File: config.mk
export PLATFORM = sky130hd
export DESIGN_NAME = hazard_core_top
export DESIGN_NICKNAME = d
export VERILOG_FILES = /design/src/apb_pkg.sv /design/src/pipe_pkg.sv /design/src/stage_if.sv /design/src/hazard_core_top.sv /design/src/exec_pipe.sv /design/src/stall_unit.sv /design/src/bypass_unit.sv /design/src/mul_timer.sv /design/src/apb_ctrl_fsm.sv /design/src/sync_fifo.sv
export VERILOG_INCLUDE_DIRS = /design/src
export SDC_FILE = /design/constraint.sdc
export NUM_CORES = 2
export LEC_CHECK = 0
export BUFFER_PORTS_ARGS = -buffer_cell sky130_fd_sc_hd__buf_2
export CORE_ASPECT_RATIO = 1.4
export CORE_MARGIN = 10
export CORE_UTILIZATION = 45
export DETAILED_ROUTE_END_ITERATION = 8
export GPL_ROUTABILITY_DRIVEN = 0
export PLACE_DENSITY = 0.58
export RECOVER_POWER = 25
export SLEW_MARGIN = 20
export SYNTH_ARGS = -nofsm -noshare
export SYNTH_HDL_FRONTEND = slang
export SYNTH_SLANG_ARGS = --single-unit
File: constraint.sdc
create_clock -name pclk -period 13.35 [get_ports pclk]
set_input_delay 0.6675 -clock pclk [delete_from_list [all_inputs] [get_ports pclk]]
set_output_delay 0.6675 -clock pclk [all_outputs]
set_load 0.01 [all_outputs]
File: src/hazard_cfg.svh
`ifndef HAZARD_CFG_SVH
`define HAZARD_CFG_SVH

// Datapath and register file
`define DATA_W 32
`define REG_AW 5

// Queue depths
`define IQ_DEPTH 8
`define TQ_DEPTH 16

// Extra EX cycles for a multiply
`define MUL_CYCLES 4

`define DMEM_WORDS 16

`endif
File: src/apb_pkg.sv
package apb_pkg;

	typedef enum logic [7:0] {
		IQ_PUSH   = 8'h00, // Write only
		STATUS    = 8'h04,
		TRACE_RD  = 8'h08, // Peek at trace head
		TRACE_POP = 8'h0C,
		STALLS    = 8'h10,
		DMEM_BASE = 8'h40  // Window up to 0x7C
	} apbReg;

	typedef enum logic [1:0] {IDLE, ACCESS, WAIT} apbState;

endpackage

File: src/pipe_pkg.sv
`include "hazard_cfg.svh"

package pipe_pkg;

	typedef enum logic [1:0] {ADD, SUB, MUL, LOAD} opType;

	typedef struct packed {
		opType op;
		logic [`REG_AW-1:0] rd;
		logic [`REG_AW-1:0] rs;
		logic [`REG_AW-1:0] rt;
		logic [14:0] imm; // Zero-extended in EX
		logic valid;
	} microOp;

	// FROM_MEM2_WB is split by a separate late flag
	typedef enum logic [1:0] {NONE, FROM_EX, FROM_MEM1, FROM_MEM2_WB} fwdSel;

	typedef struct packed {
		logic [`REG_AW-1:0] rd;
		logic [`DATA_W-1:0] value;
	} traceEntry;

	function automatic microOp decodeWord(input logic [`DATA_W-1:0] w);
		microOp u;
		u.op = opType'(w[31:30]);
		u.rd = w[29:25];
		u.rs = w[24:20];
		u.rt = w[19:15];
		u.imm = w[14:0];
		u.valid = 1'b1;
		return u;
	endfunction

endpackage

File: src/stage_if.sv
`include "hazard_cfg.svh"

// Destination info of one pipeline stage
interface stage_if;
	logic [`REG_AW-1:0] rd;
	logic rfWr; // Never set with rd of zero
	logic isLoad;
	logic [`DATA_W-1:0] result;

	modport src (
		output rd,
		output rfWr,
		output isLoad,
		output result
	);

	modport mon (
		input rd,
		input rfWr,
		input isLoad,
		input result
	);
endinterface

File: src/hazard_core_top.sv
`include "hazard_cfg.svh"

module hazard_core_top import pipe_pkg::*; (
	input  logic pclk,
	input  logic rst,
	input  logic psel,
	input  logic penable,
	input  logic pwrite,
	input  logic [7:0] paddr,
	input  logic [`DATA_W-1:0] pwdata,
	output logic [`DATA_W-1:0] prdata,
	output logic pready,
	output logic pslverr
);
	logic iqPush, iqFull, iqPop, iqEmpty;
	logic dmemWe, tracePush, tracePop, traceFull, traceEmpty;
	logic pipeBusy, frontStall;
	logic [`DATA_W-1:0] iqWord, iqHead, dmemData;
	logic [$clog2(`DMEM_WORDS)-1:0] dmemAddr;
	logic [$clog2(`TQ_DEPTH):0] traceCount;
	traceEntry traceIn, traceHead;

	apb_ctrl_fsm apbU (
		.pclk(pclk), .rst(rst), .psel(psel), .penable(penable), .pwrite(pwrite),
		.paddr(paddr), .pwdata(pwdata), .prdata(prdata), .pready(pready),
		.pslverr(pslverr), .iqPush(iqPush), .iqWord(iqWord), .iqFull(iqFull),
		.dmemWe(dmemWe), .dmemAddr(dmemAddr), .dmemData(dmemData),
		.traceHead(traceHead), .traceEmpty(traceEmpty), .traceCount(traceCount),
		.tracePop(tracePop), .iqEmpty(iqEmpty), .pipeBusy(pipeBusy),
		.frontStall(frontStall)
	);

	sync_fifo #(.T(logic [`DATA_W-1:0]), .DEPTH(`IQ_DEPTH)) instrQ (
		.pclk(pclk), .rst(rst), .push(iqPush), .pushData(iqWord), .full(iqFull),
		.pop(iqPop), .popData(iqHead), .empty(iqEmpty), .count()
	);

	sync_fifo #(.T(traceEntry), .DEPTH(`TQ_DEPTH)) traceQ (
		.pclk(pclk), .rst(rst), .push(tracePush), .pushData(traceIn), .full(traceFull),
		.pop(tracePop), .popData(traceHead), .empty(traceEmpty), .count(traceCount)
	);

	exec_pipe pipeU (
		.pclk(pclk), .rst(rst), .iqWord(iqHead), .iqEmpty(iqEmpty), .iqPop(iqPop),
		.dmemWe(dmemWe), .dmemAddr(dmemAddr), .dmemData(dmemData),
		.traceFull(traceFull), .tracePush(tracePush), .traceData(traceIn),
		.pipeBusy(pipeBusy), .frontStall(frontStall)
	);
endmodule

File: src/exec_pipe.sv
`include "hazard_cfg.svh"

module exec_pipe import pipe_pkg::*; (
	input  logic pclk,
	input  logic rst,
	input  logic [`DATA_W-1:0] iqWord,
	input  logic iqEmpty,
	output logic iqPop,
	input  logic dmemWe,
	input  logic [$clog2(`DMEM_WORDS)-1:0] dmemAddr,
	input  logic [`DATA_W-1:0] dmemData,
	input  logic traceFull,
	output logic tracePush,
	output traceEntry traceData,
	output logic pipeBusy,
	output logic frontStall
);
	localparam int DmemAw = $clog2(`DMEM_WORDS);

	microOp idUop, exUop, mem1Uop, mem2Uop, wbUop;
	logic [`DATA_W-1:0] rf [2**`REG_AW];
	logic [`DATA_W-1:0] dmem [`DMEM_WORDS];
	logic [`DATA_W-1:0] idA, idB, exA, exB, opA, opB, aluOut;
	logic [`DATA_W-1:0] mem1Result, mem2Result, wbResult;
	logic [`REG_AW-1:0] idRt;
	fwdSel rsSel, rtSel;
	logic rsLate, rtLate, holdAll, holdFront, mulBusy, mulStart, wbWr;

	stage_if exIf();
	stage_if mem1If();
	stage_if mem2If();
	stage_if wbIf();

	assign exIf.rd = exUop.rd;
	assign exIf.rfWr = exUop.valid && (exUop.rd != '0);
	assign exIf.isLoad = exUop.valid && (exUop.op == LOAD);
	assign exIf.result = aluOut;
	assign mem1If.rd = mem1Uop.rd;
	assign mem1If.rfWr = mem1Uop.valid && (mem1Uop.rd != '0);
	assign mem1If.isLoad = mem1Uop.valid && (mem1Uop.op == LOAD);
	assign mem1If.result = mem1Result;
	assign mem2If.rd = mem2Uop.rd;
	assign mem2If.rfWr = mem2Uop.valid && (mem2Uop.rd != '0);
	assign mem2If.isLoad = mem2Uop.valid && (mem2Uop.op == LOAD);
	assign mem2If.result = mem2Result;
	assign wbIf.rd = wbUop.rd;
	assign wbIf.rfWr = wbWr;
	assign wbIf.isLoad = wbUop.valid && (wbUop.op == LOAD);
	assign wbIf.result = wbResult;

	assign idRt = (idUop.op == LOAD) ? '0 : idUop.rt; // LOAD has no rt operand

	stall_unit stallU (
		.idRs(idUop.rs), .idRt(idRt), .idValid(idUop.valid), .ex(exIf), .mem1(mem1If),
		.mulBusy(mulBusy), .traceFull(traceFull), .holdAll(holdAll),
		.holdFront(holdFront), .frontStall(frontStall)
	);

	bypass_unit bypassU (
		.exRs(exUop.rs), .exRt(exUop.rt), .ex2(mem1If), .mem2(mem2If), .wb(wbIf),
		.rsSel(rsSel), .rtSel(rtSel), .rsLate(rsLate), .rtLate(rtLate)
	);

	assign mulStart = !holdAll && !holdFront && idUop.valid && (idUop.op == MUL);
	mul_timer mulU (.pclk(pclk), .rst(rst), .start(mulStart), .busy(mulBusy));

	assign wbWr = wbUop.valid && (wbUop.rd != '0);
	assign iqPop = !holdAll && !holdFront && !iqEmpty;
	assign tracePush = wbWr && !holdAll; // Retire
	assign traceData = '{rd: wbUop.rd, value: wbResult};
	assign pipeBusy = idUop.valid || exUop.valid || mem1Uop.valid || mem2Uop.valid ||
		wbUop.valid;

	function automatic logic [`DATA_W-1:0] rfRead(input logic [`REG_AW-1:0] idx);
		if (idx == '0)
			return '0;
		if (wbWr && (wbUop.rd == idx))
			return wbResult; // Write-before-read
		return rf[idx];
	endfunction

	always_comb begin
		idA = rfRead(idUop.rs);
		idB = rfRead(idUop.rt);
		opA = exA;
		opB = exB;
		if (rsSel == FROM_MEM1)
			opA = mem1Result;
		else if (rsSel == FROM_MEM2_WB)
			opA = rsLate ? wbResult : mem2Result;
		if (rtSel == FROM_MEM1)
			opB = mem1Result;
		else if (rtSel == FROM_MEM2_WB)
			opB = rtLate ? wbResult : mem2Result;
		case (exUop.op)
			ADD: aluOut = opA + opB + `DATA_W'(exUop.imm);
			SUB: aluOut = opA - opB;
			MUL: aluOut = opA * opB; // Low word only
			default: aluOut = opA + `DATA_W'(exUop.imm); // Load address
		endcase
	end

	always_ff @(posedge pclk) begin
		if (rst) begin
			idUop.valid <= 1'b0;
			exUop.valid <= 1'b0;
			mem1Uop.valid <= 1'b0;
			mem2Uop.valid <= 1'b0;
			wbUop.valid <= 1'b0;
		end else if (!holdAll) begin
			if (!holdFront) begin
				if (iqEmpty)
					idUop.valid <= 1'b0;
				else
					idUop <= decodeWord(iqWord);
				exUop <= idUop;
			end else begin
				exUop.valid <= 1'b0; // Bubble
			end
			mem1Uop <= exUop;
			mem2Uop <= mem1Uop;
			wbUop <= mem2Uop;
		end
	end

	always_ff @(posedge pclk) begin
		if (!holdAll) begin
			if (!holdFront) begin
				exA <= idA;
				exB <= idB;
			end
			mem1Result <= aluOut;
			// Data memory read during MEM1
			mem2Result <= (mem1Uop.op == LOAD) ? dmem[mem1Result[DmemAw-1:0]] : mem1Result;
			wbResult <= mem2Result;
		end
		if (dmemWe)
			dmem[dmemAddr] <= dmemData;
	end

	always_ff @(posedge pclk) begin
		if (rst) begin
			for (int i = 0; i < 2**`REG_AW; i++)
				rf[i] <= '0;
		end else if (tracePush) begin
			rf[wbUop.rd] <= wbResult;
		end
	end
endmodule

File: src/stall_unit.sv
`include "hazard_cfg.svh"

module stall_unit (
	input  logic [`REG_AW-1:0] idRs,
	input  logic [`REG_AW-1:0] idRt,
	input  logic idValid,
	stage_if.mon ex,
	stage_if.mon mem1,
	input  logic mulBusy,
	input  logic traceFull,
	output logic holdAll,
	output logic holdFront,
	output logic frontStall
);
	logic exUse;
	logic mem1Use;

	// Load data exists only from MEM2 on
	assign exUse = ex.isLoad && ex.rfWr && ((ex.rd == idRs) || (ex.rd == idRt));
	assign mem1Use = mem1.isLoad && mem1.rfWr && ((mem1.rd == idRs) || (mem1.rd == idRt));

	assign holdAll = mulBusy || traceFull;      // Whole pipe frozen
	assign holdFront = idValid && (exUse || mem1Use); // ID and queue held, bubble to EX

	// Counted only when the back of the pipe moves
	assign frontStall = holdFront && !holdAll;
endmodule

File: src/bypass_unit.sv
`include "hazard_cfg.svh"

module bypass_unit import pipe_pkg::*; (
	input  logic [`REG_AW-1:0] exRs,
	input  logic [`REG_AW-1:0] exRt,
	stage_if.mon ex2,
	stage_if.mon mem2,
	stage_if.mon wb,
	output fwdSel rsSel,
	output fwdSel rtSel,
	output logic rsLate,
	output logic rtLate
);
	// Youngest matching writer wins
	function automatic fwdSel pickSrc(input logic [`REG_AW-1:0] src, output logic late);
		late = 1'b0;
		if (ex2.rfWr && (ex2.rd == src))
			return FROM_MEM1;
		if (mem2.rfWr && (mem2.rd == src))
			return FROM_MEM2_WB;
		late = 1'b1; // Only WB left
		if (wb.rfWr && (wb.rd == src))
			return FROM_MEM2_WB;
		late = 1'b0;
		return NONE; // Register file value from ID
	endfunction

	always_comb begin
		rsSel = pickSrc(exRs, rsLate);
		rtSel = pickSrc(exRt, rtLate);
	end
endmodule

File: src/mul_timer.sv
`include "hazard_cfg.svh"

module mul_timer (
	input  logic pclk,
	input  logic rst,
	input  logic start,
	output logic busy
);
	localparam int CntW = $clog2(`MUL_CYCLES + 1);

	logic [CntW-1:0] count;

	// Loaded as the multiply enters EX
	always_ff @(posedge pclk) begin
		if (rst)
			count <= '0;
		else if (start)
			count <= CntW'(`MUL_CYCLES);
		else if (count != '0)
			count <= count - 1'b1;
	end

	assign busy = (count != '0); // Drops in the last EX cycle
endmodule

File: src/apb_ctrl_fsm.sv
`include "hazard_cfg.svh"

module apb_ctrl_fsm import pipe_pkg::*, apb_pkg::*; (
	input  logic pclk,
	input  logic rst,
	input  logic psel,
	input  logic penable,
	input  logic pwrite,
	input  logic [7:0] paddr,
	input  logic [`DATA_W-1:0] pwdata,
	output logic [`DATA_W-1:0] prdata,
	output logic pready,
	output logic pslverr,
	output logic iqPush,
	output logic [`DATA_W-1:0] iqWord,
	input  logic iqFull,
	output logic dmemWe,
	output logic [$clog2(`DMEM_WORDS)-1:0] dmemAddr,
	output logic [`DATA_W-1:0] dmemData,
	input  traceEntry traceHead,
	input  logic traceEmpty,
	input  logic [$clog2(`TQ_DEPTH):0] traceCount,
	output logic tracePop,
	input  logic iqEmpty,
	input  logic pipeBusy,
	input  logic frontStall
);
	apbState state;
	apbState nextState;
	logic [`DATA_W-1:0] stallCount;
	logic inDmem;
	logic waitCond;
	logic xfer;

	assign inDmem = ((paddr & 8'hC3) == DMEM_BASE); // 0x40..0x7C word aligned
	assign waitCond = pwrite && (paddr == IQ_PUSH) && iqFull;
	assign pready = (state == ACCESS) && !waitCond;
	assign xfer = pready && psel && penable;

	assign iqPush = xfer && pwrite && (paddr == IQ_PUSH);
	assign iqWord = pwdata;
	assign dmemWe = xfer && pwrite && inDmem;
	assign dmemAddr = paddr[2 +: $clog2(`DMEM_WORDS)];
	assign dmemData = pwdata;
	assign tracePop = xfer && !pwrite && (paddr == TRACE_POP) && !traceEmpty;

	always_comb begin
		nextState = state;
		case (state)
			IDLE: if (psel && !penable) nextState = ACCESS; // Setup phase seen
			ACCESS: nextState = waitCond ? WAIT : IDLE;
			WAIT: if (!waitCond) nextState = ACCESS;    // Queue has room again
			default: nextState = IDLE;
		endcase
	end

	always_ff @(posedge pclk) begin
		if (rst)
			state <= IDLE;
		else
			state <= nextState;
	end

	always_comb begin
		prdata = '0;
		pslverr = 1'b0;
		if (pready) begin
			if (pwrite) begin
				pslverr = !((paddr == IQ_PUSH) || inDmem);
			end else begin
				case (paddr)
					STATUS: begin
						prdata[0] = iqEmpty;
						prdata[1] = pipeBusy;
						prdata[4 +: $bits(traceCount)] = traceCount;
					end
					TRACE_RD: if (!traceEmpty) prdata = traceHead.value;
					TRACE_POP: begin
						if (traceEmpty)
							pslverr = 1'b1;
						else
							prdata = traceHead.value;
					end
					STALLS: prdata = stallCount;
					default: pslverr = 1'b1; // Unmapped read
				endcase
			end
		end
	end

	always_ff @(posedge pclk) begin
		if (rst)
			stallCount <= '0;
		else if (frontStall)
			stallCount <= stallCount + 1'b1;
	end
endmodule

File: src/sync_fifo.sv
module sync_fifo #(
	parameter type T = logic [31:0],
	parameter int DEPTH = 8
) (
	input  logic pclk,
	input  logic rst,
	input  logic push,
	input  T pushData,
	output logic full,
	input  logic pop,
	output T popData,
	output logic empty,
	output logic [$clog2(DEPTH):0] count
);
	localparam int PtrW = $clog2(DEPTH);

	T mem [DEPTH];
	logic [PtrW-1:0] wrPtr;
	logic [PtrW-1:0] rdPtr;
	logic doPush;
	logic doPop;

	assign doPush = push && !full;
	assign doPop = pop && !empty;
	assign full = (count == DEPTH);
	assign empty = (count == '0);
	assign popData = mem[rdPtr]; // Head valid while not empty

	always_ff @(posedge pclk) begin
		if (rst) begin
			wrPtr <= '0;
			rdPtr <= '0;
			count <= '0;
		end else begin
			if (doPush)
				wrPtr <= (wrPtr == PtrW'(DEPTH - 1)) ? '0 : wrPtr + 1'b1;
			if (doPop)
				rdPtr <= (rdPtr == PtrW'(DEPTH - 1)) ? '0 : rdPtr + 1'b1;
			if (doPush && !doPop)
				count <= count + 1'b1;
			else if (doPop && !doPush)
				count <= count - 1'b1;
		end
	end

	always_ff @(posedge pclk) begin
		if (doPush)
			mem[wrPtr] <= pushData;
	end
endmodule

== Word-level counts from Yosys, hierarchy flattened ==
Memory sizes are Yosys's and may differ from the RTL's. A register that Yosys moved wholly into a read port is not among the register bits.
Index checks and enable logic that the tools add are counted.

* Bits in registers: 274
* RAM bits: 2384
* Bits of input ports: 45
* Word-level logic and storage cells: 278
* Memories kept: 4

{| class="wikitable"
|+ Memory list
! memory !! depth !! width !! rd ports !! clocked after Yosys merged registers in !! write ports !! line !! source
|-
| pipeU.rf || 32 || 32 || 2 || 0 || 32 || exec_pipe.sv:21 || <nowiki>logic [`DATA_W-1:0] rf [2**`REG_AW];</nowiki>
|-
| traceQ.mem || 16 || 37 || 1 || 1 || 1 || sync_fifo.sv:17 || <nowiki>T mem [DEPTH];</nowiki>
|-
| pipeU.dmem || 16 || 32 || 1 || 1 || 1 || exec_pipe.sv:22 || <nowiki>logic [`DATA_W-1:0] dmem [`DMEM_WORDS];</nowiki>
|-
| instrQ.mem || 8 || 32 || 1 || 1 || 1 || sync_fifo.sv:17 ||
|}

* $add $sub $neg: 14
* $mul: 1
* Eq/ne operators: 37
* Mux-type cells: 97
* Bitwise logic cells: 4
* Reductions and logical operators: 92

{| class="wikitable"
|+ Operator list
! kind !! number
|-
| 32-bit 2-to-1 mux || 19
|-
| 32-bit one-hot mux with 3 select lines || 1
|-
| 32-bit by 15-bit adder with 32-bit output || 2
|-
| 5-bit equality test || 12
|-
| 23-bit one-hot mux with 2 select lines || 1
|-
| 1-bit logical AND || 45
|-
| 1-bit 2-to-1 mux || 41
|-
| 32-bit by 1-bit adder with 32-bit output, second input constant || 1
|-
| 32-bit adder || 1
|-
| 32-bit by 32-bit multiplier with 32-bit output || 1
|-
| 32-bit OR reduction || 1
|-
| 32-bit subtractor || 1
|-
| 2-bit 2-to-1 mux || 15
|-
| 4-bit 2-to-1 mux || 7
|-
| 2-bit equality test, second input constant || 10
|-
| 5-bit 2-to-1 mux || 4
|-
| 5-bit nonzero test || 4
|-
| 8-bit by 4-bit equality test with 1-bit output, second input constant || 2
|-
| 5-bit logical NOT || 3
|-
| 5-bit one-hot mux with 3 select lines || 1
|-
| 1-bit logical NOT || 14
|-
| 4-bit by 1-bit adder with 4-bit output, second input constant || 3
|-
| 4-bit equality test, second input constant || 3
|-
| 3-bit 2-to-1 mux || 4
|-
| other kinds (28) || 49
|}

== Longest topological paths before layout ==
* Word-level depth: 17
* Gate-level depth with buffers: 41
* Gate-level depth less buffers: 35

== By module ==
A second synthesis with hierarchy kept.

* Cells, all modules: 9011
* Area, all modules: 141543.3 µm²

{| class="wikitable"
|+ By module, submodules not included
! module !! instances !! cells an instance !! area an instance (µm²) !! seq. area each (µm²)
|-
| exec_pipe || 1 || 7094 || 104557.8 || 53861.7
|-
| sync_fifo at traceQ || 1 || 1015 || 23029.6 || 18117.4
|-
| sync_fifo at instrQ || 1 || 446 || 10451.3 || 7947.6
|-
| apb_ctrl_fsm || 1 || 354 || 2673.8 || 680.7
|-
| bypass_unit || 1 || 48 || 389.1 || 0.0
|-
| stall_unit || 1 || 36 || 271.5 || 0.0
|-
| mul_timer || 1 || 18 || 170.2 || 60.1
|}

== Least setup slack after synthesis ==
No wires, ideal clock.

* Kind: register -> register
* Start: reg pipeU.wbUop (netlist bit pipeU.wbIf.rd[4])
* End: reg pipeU.mem1Result[28] (netlist: pipeU.mem1If.result[28]) (data pin)
* Data arrival time: 9021 ps
* Required time: 13074 ps
* Slack: 4053 ps
* Cell stages (with the launch flop): 37
* Buffers on the path: 7
* Cell sequence: edfxtp_1 -> buf_6 -> or3_4 -> buf_6 -> o311a_4 -> nand2_4 -> buf_6 -> buf_6 -> buf_4 -> o211ai_1 -> a22oi_1 -> clkbuf_1 -> buf_1 -> nor2_1 -> fa_1 -> inv_1 -> fa_1 -> fa_1 -> fa_1 -> inv_1 -> fa_1 -> inv_1 -> fa_1 -> inv_1 -> fa_1 -> fa_1 -> ha_1 -> a21o_1 -> a21o_1 -> a21o_1 -> a21oi_1 -> o21ai_0 -> a221o_1 -> a21o_1 -> a211o_1 -> a31oi_1 -> a22oi_1

* Cells in the longest elaborated chain, start to end: 15
* Elaborated cells on any way between the ends: 42
* Those cells by class: add/sub: 4; mul: 1; eq/ne: 6; mux: 27; reduce/logical: 4

{| class="wikitable"
|+ Ends and longest elaborated chain
! element !! line !! source
|-
| from (decl) || exec_pipe.sv:20 || <nowiki>microOp idUop, exUop, mem1Uop, mem2Uop, wbUop;</nowiki>
|-
| from (signal assigned) || exec_pipe.sv:122 || <nowiki>wbUop <= mem2Uop;</nowiki>
|-
| parallel branches: the longest is 14 deep, another holds 32-bit 2-to-1 mux || -- ||
|-
| 32-bit one-hot mux with 3 select lines * || exec_pipe.sv:95 || <nowiki>case (exUop.op)</nowiki>
|-
| net pipeU.aluOut[28] || exec_pipe.sv:23 || <nowiki>logic [`DATA_W-1:0] idA, idB, exA, exB, opA, opB, aluOut;</nowiki>
|-
| to (signal assigned) || exec_pipe.sv:132 || <nowiki>mem1Result <= aluOut;</nowiki>
|-
| to (decl) || exec_pipe.sv:24 || <nowiki>logic [`DATA_W-1:0] mem1Result, mem2Result, wbResult;</nowiki>
|}

Mark *: on every way through the listed nets, which the timed path passes. The select of a mux whose other input is x is not followed.
A chain may end at the register's enable or synchronous reset.

== Worst setup path after layout ==
* Start: reg pipeU.mem2Uop (netlist bit pipeU.mem2If.rd[3])
* End: reg pipeU.mem1Result[31] (netlist: pipeU.mem1If.result[31]) (data pin)

* Cells in the longest elaborated chain, start to end: 14
* Elaborated cells on any way between the ends: 40
* Those cells by class: add/sub: 4; mul: 1; eq/ne: 6; mux: 25; reduce/logical: 4

{| class="wikitable"
|+ Ends and longest elaborated chain
! element !! line !! source
|-
| from (decl) || exec_pipe.sv:20 ||
|-
| from (signal assigned) || exec_pipe.sv:121 || <nowiki>mem2Uop <= mem1Uop;</nowiki>
|-
| parallel branches: the longest is 13 deep, another holds 32-bit by 32-bit multiplier with 32-bit output || -- ||
|-
| 32-bit one-hot mux with 3 select lines * || exec_pipe.sv:95 ||
|-
| net pipeU.aluOut[31] || exec_pipe.sv:23 ||
|}

Marks and branches as above.

==> impl_metrics.csv <==
group,metric,value,unit
synth,mean_syn_cell_area,15.3,um2
die,ioPinCount,79,
synth,mappedNetlistArea,136000,um2
sta,final_hold_viol_count,0,
clocking,cts-root-buf,"sky130_fd_sc_hd__clkbuf_16",
critical_path,critPathRequiredTime,13.98,ns
critical_path,worst_ep_arrival_time,11.78,ns
die,die_h,672,um
clocking,clock_latency,0.90,ns
synth,synth.distinct_cells,99,
critical_path,timing.critical_path.slowest_cell_delay,0.60,ns
clocking,post_cts_hold_buffer_count,0,
detailed_routing,length_of_the_first_detailed_routing_pass_in_iterations,6,
synth,ys_dominant_reg_cell,"sky130_fd_sc_hd__edfxtp_1",
sta,setup-violations-final,0,
sta,post-route-period-util,83.6,%
detailed_routing,route.detailed.wl_per_inst,34.2,um
grt,global_route.usage.total,26.9,%
grt,wire_length_of_the_first_global_routing_pass,633000,um
grt,grt_start_max_net_pins,137,
synth,yosysWarnings,0,
cells_and_area,flow.area_growth_from_synthesis,10.1,%
critical_path,critical_path.slowest_cell,"sky130_fd_sc_hd__a22o_1",
clocking,post_cts_buffers,0,
synth,postSynthRegisterBits,2618,
grt,grt_antenna_before_repair,35,
detailed_routing,drt_drc_violations_left,0,
clocking,cts.sink_count,2618,
placed_design,numPortBuffers,78,
synth,multiplexer_share_of_the_synthesized_area,17.7,%
clocking,cts-buffers-inserted,269,
outcome,outcome,"finished, violations left",
synth,synth_enable_flop_cells,2545,
cells_and_area,final_net_count,9574,
die,floorplan.core_area,302000,um2
sta,clock_skew,0.0653,ns
grt,overflow,0,
placed_design,area_of_placed_instances,142000,um2
cells_and_area,stdcell_area,150000,um2
synth,synth_cells,8905,
flow_run,max-cap-violations,23,
die,rows,239,
critical_path,worst-setup-path-type,"flip-flop to flip-flop",
die,initial_core_util,45.1,%
die,fp.dieArea,326000,um2
synth,synth_top_family_by_area,"multiplexers",
clocking,cts.clk_slew.worst_paths,0.06,ns
sta,timing.max_slew.rel_slack,-425,%
clocking,cts_tree,"built",
synth,synth_compound_area_share,3.42,%
sta,sum_of_negative_setup_slack,0,ns
outcome,violations,"capacitance limit, slew limit",
sta,maxSlewViolCount,1000,
synth,area_fraction_in_and_or_nand_and_nor_cells_after_synthesis,8.49,%
detailed_routing,ant_nets,0,
detailed_routing,total_number_of_vias,82400,
cells_and_area,nFillCells,25300,
detailed_routing,drt-initial-drc-count,9081,
synth,asyncSetResetFlopFracSynth,0,%
clocking,clock_path_buffers,4,
clocking,cts.repair.resized,0,
clocking,htree_levels,5,
critical_path,crit_path_frequent_cell,"sky130_fd_sc_hd__fa_1",
grt,first_global_vias,85800,
detailed_routing,vias_per_inst,6.32,
sta,clock.fmax,89.6,MHz
synth,synth_fa_ha_area_share,8.44,%
detailed_routing,wirelength,446000,um
cells_and_area,layout-drive-gt1-share,20.5,%
die,die_w,485,um
synth,yosysSeqAreaShare,57.1,%
critical_path,critPathCaptureType,"flip-flop",
sta,rsz0062_at_grt,"no",
sta,measured_slew_at_the_worst_slew_check_pin,7.88,ns
placed_design,post-dp-hpwl,276000,um
sta,min_period,11.15,ns
min_path,timing.hold.worst.class,"primary input to flip-flop",
critical_path,worstSetupStartpointType,"flip-flop",
synth,yosys.area_share.xor_xnor,1.56,%
critical_path,critPathMaxFanout,33,
==> Yosys cell counts (40+ instances only) <==
library cell / number / area [um2]
sky130_fd_sc_hd__edfxtp_1: 2545 / 76400
sky130_fd_sc_hd__mux4_2: 992 / 22300
sky130_fd_sc_hd__fa_1: 427 / 8550
sky130_fd_sc_hd__a22oi_1: 40 / 300
sky130_fd_sc_hd__nand3_1: 60 / 300
sky130_fd_sc_hd__buf_1: 124 / 465
sky130_fd_sc_hd__ha_1: 237 / 2970
sky130_fd_sc_hd__and2_1: 524 / 3280
sky130_fd_sc_hd__inv_1: 465 / 1750
sky130_fd_sc_hd__xor2_1: 84 / 736
sky130_fd_sc_hd__mux2i_1: 109 / 1090
sky130_fd_sc_hd__nand2_1: 399 / 1500
sky130_fd_sc_hd__o21ai_0: 130 / 651
sky130_fd_sc_hd__mux2_2: 64 / 721
sky130_fd_sc_hd__clkbuf_1: 496 / 1860
sky130_fd_sc_hd__nor2b_1: 54 / 338
sky130_fd_sc_hd__nor2_1: 643 / 2410
sky130_fd_sc_hd__xnor2_1: 145 / 1270
sky130_fd_sc_hd__a21o_1: 53 / 398
sky130_fd_sc_hd__a21oi_1: 166 / 831
sky130_fd_sc_hd__a211oi_1: 115 / 863
sky130_fd_sc_hd__nor3_1: 529 / 2650
sky130_fd_sc_hd__dfxtp_1: 73 / 1460
==> cell type report <==
class / count / area [um2] / area share [%]
diodes: 14 / 35.0 / 0.0233
clock buffers: 339 / 7220 / 4.81
clock inverters: 126 / 1310 / 0.870
inverters: 492 / 1850 / 1.23
multi-input cells: 5157 / 54600 / 36.3
flip-flops and latches: 2618 / 77900 / 51.9
well taps: 3976 / 4970 / 3.31
repair buffers: 327 / 2340 / 1.56
==> worst max-delay path, delay by kind of cell, from the launching register on <==
kind                     cells  cell delay, ns
buffers and inverters        6            1.30
flip-flops                   1            0.45
AND/OR/NAND/NOR              8            2.02
AO/OA/AOI/OAI                9            2.64
XOR/XNOR                     1            0.16
adder cells (fa/ha/maj)      9            4.28
==> routing by layer <==
layer | track usage [%] | part of all wire, %
met1 | 32.4 | 36
met3 | 4.61 | 7.6
met5 | 0 | 0.021
met4 | 15.3 | 7.0
met2 | 45.8 | 50
==> flip-flops by register name, summed over array words and instances (netlist names), 32 cells and up, named ones only <==
name and flops:
apbU.stallCount 32, instrQ.mem 256, pipeU.dmem 512, pipeU.exA 32
pipeU.exB 32, pipeU.idUop 33, pipeU.mem1If.result 32, pipeU.mem2If.result 32
pipeU.rf 1024, pipeU.wbIf.result 32, traceQ.mem 512
==> worst paths after layout <==
kind                      start                 endpoint  slack [ns]  cells past startpoint
max          pipeU.mem2If.rd[3]  pipeU.mem1If.result[31]        2.20                     33
min                     penable            apbU.state[0]        0.18                      4
max reg2reg  pipeU.mem2If.rd[3]  pipeU.mem1If.result[31]        2.20                     33
min reg2reg      pipeU.idUop[9]           pipeU.exUop[9]        0.42                      0
==> cells in the final DEF, fill, tap and decap left out, types with 209 or more instances in the layout <==
cell	n
sky130_fd_sc_hd__edfxtp_1	2545
sky130_fd_sc_hd__buf_4	209
sky130_fd_sc_hd__nor2_1	626
sky130_fd_sc_hd__nand2_1	396
sky130_fd_sc_hd__clkbuf_16	277
sky130_fd_sc_hd__fa_1	427
sky130_fd_sc_hd__nor3_1	522
sky130_fd_sc_hd__ha_1	237
sky130_fd_sc_hd__inv_1	459
sky130_fd_sc_hd__and2_1	508
sky130_fd_sc_hd__mux4_2	992
==> metrics by stage <==
step / util (%) / setup WS (ns) / instances / hold slack (ns)
finish: 49.7 / 2.20 / 13000 / 0.177
global placement: 46.9 / 2.45 / 12600 / 0.404
CTS: 49.7 / 2.22 / 13000 / 0.140
floorplan: - / 4.05 / 8936 / 0.400
global route: 49.7 / 1.67 / 13000 / 0.234
detailed placement: 46.9 / 2.33 / 12600 / 0.406
==> logic make-up after synthesis <==
family	Yosys count
compound gates	693
xor+xnor	235
fa+ha+maj	664
buf+inv	1161
flops	2618
mux	1166
other cells	1
simple gates	2367
Power is not shown: default switching activity piles up to over one toggle a cycle in this logic, so the estimate is an artifact.
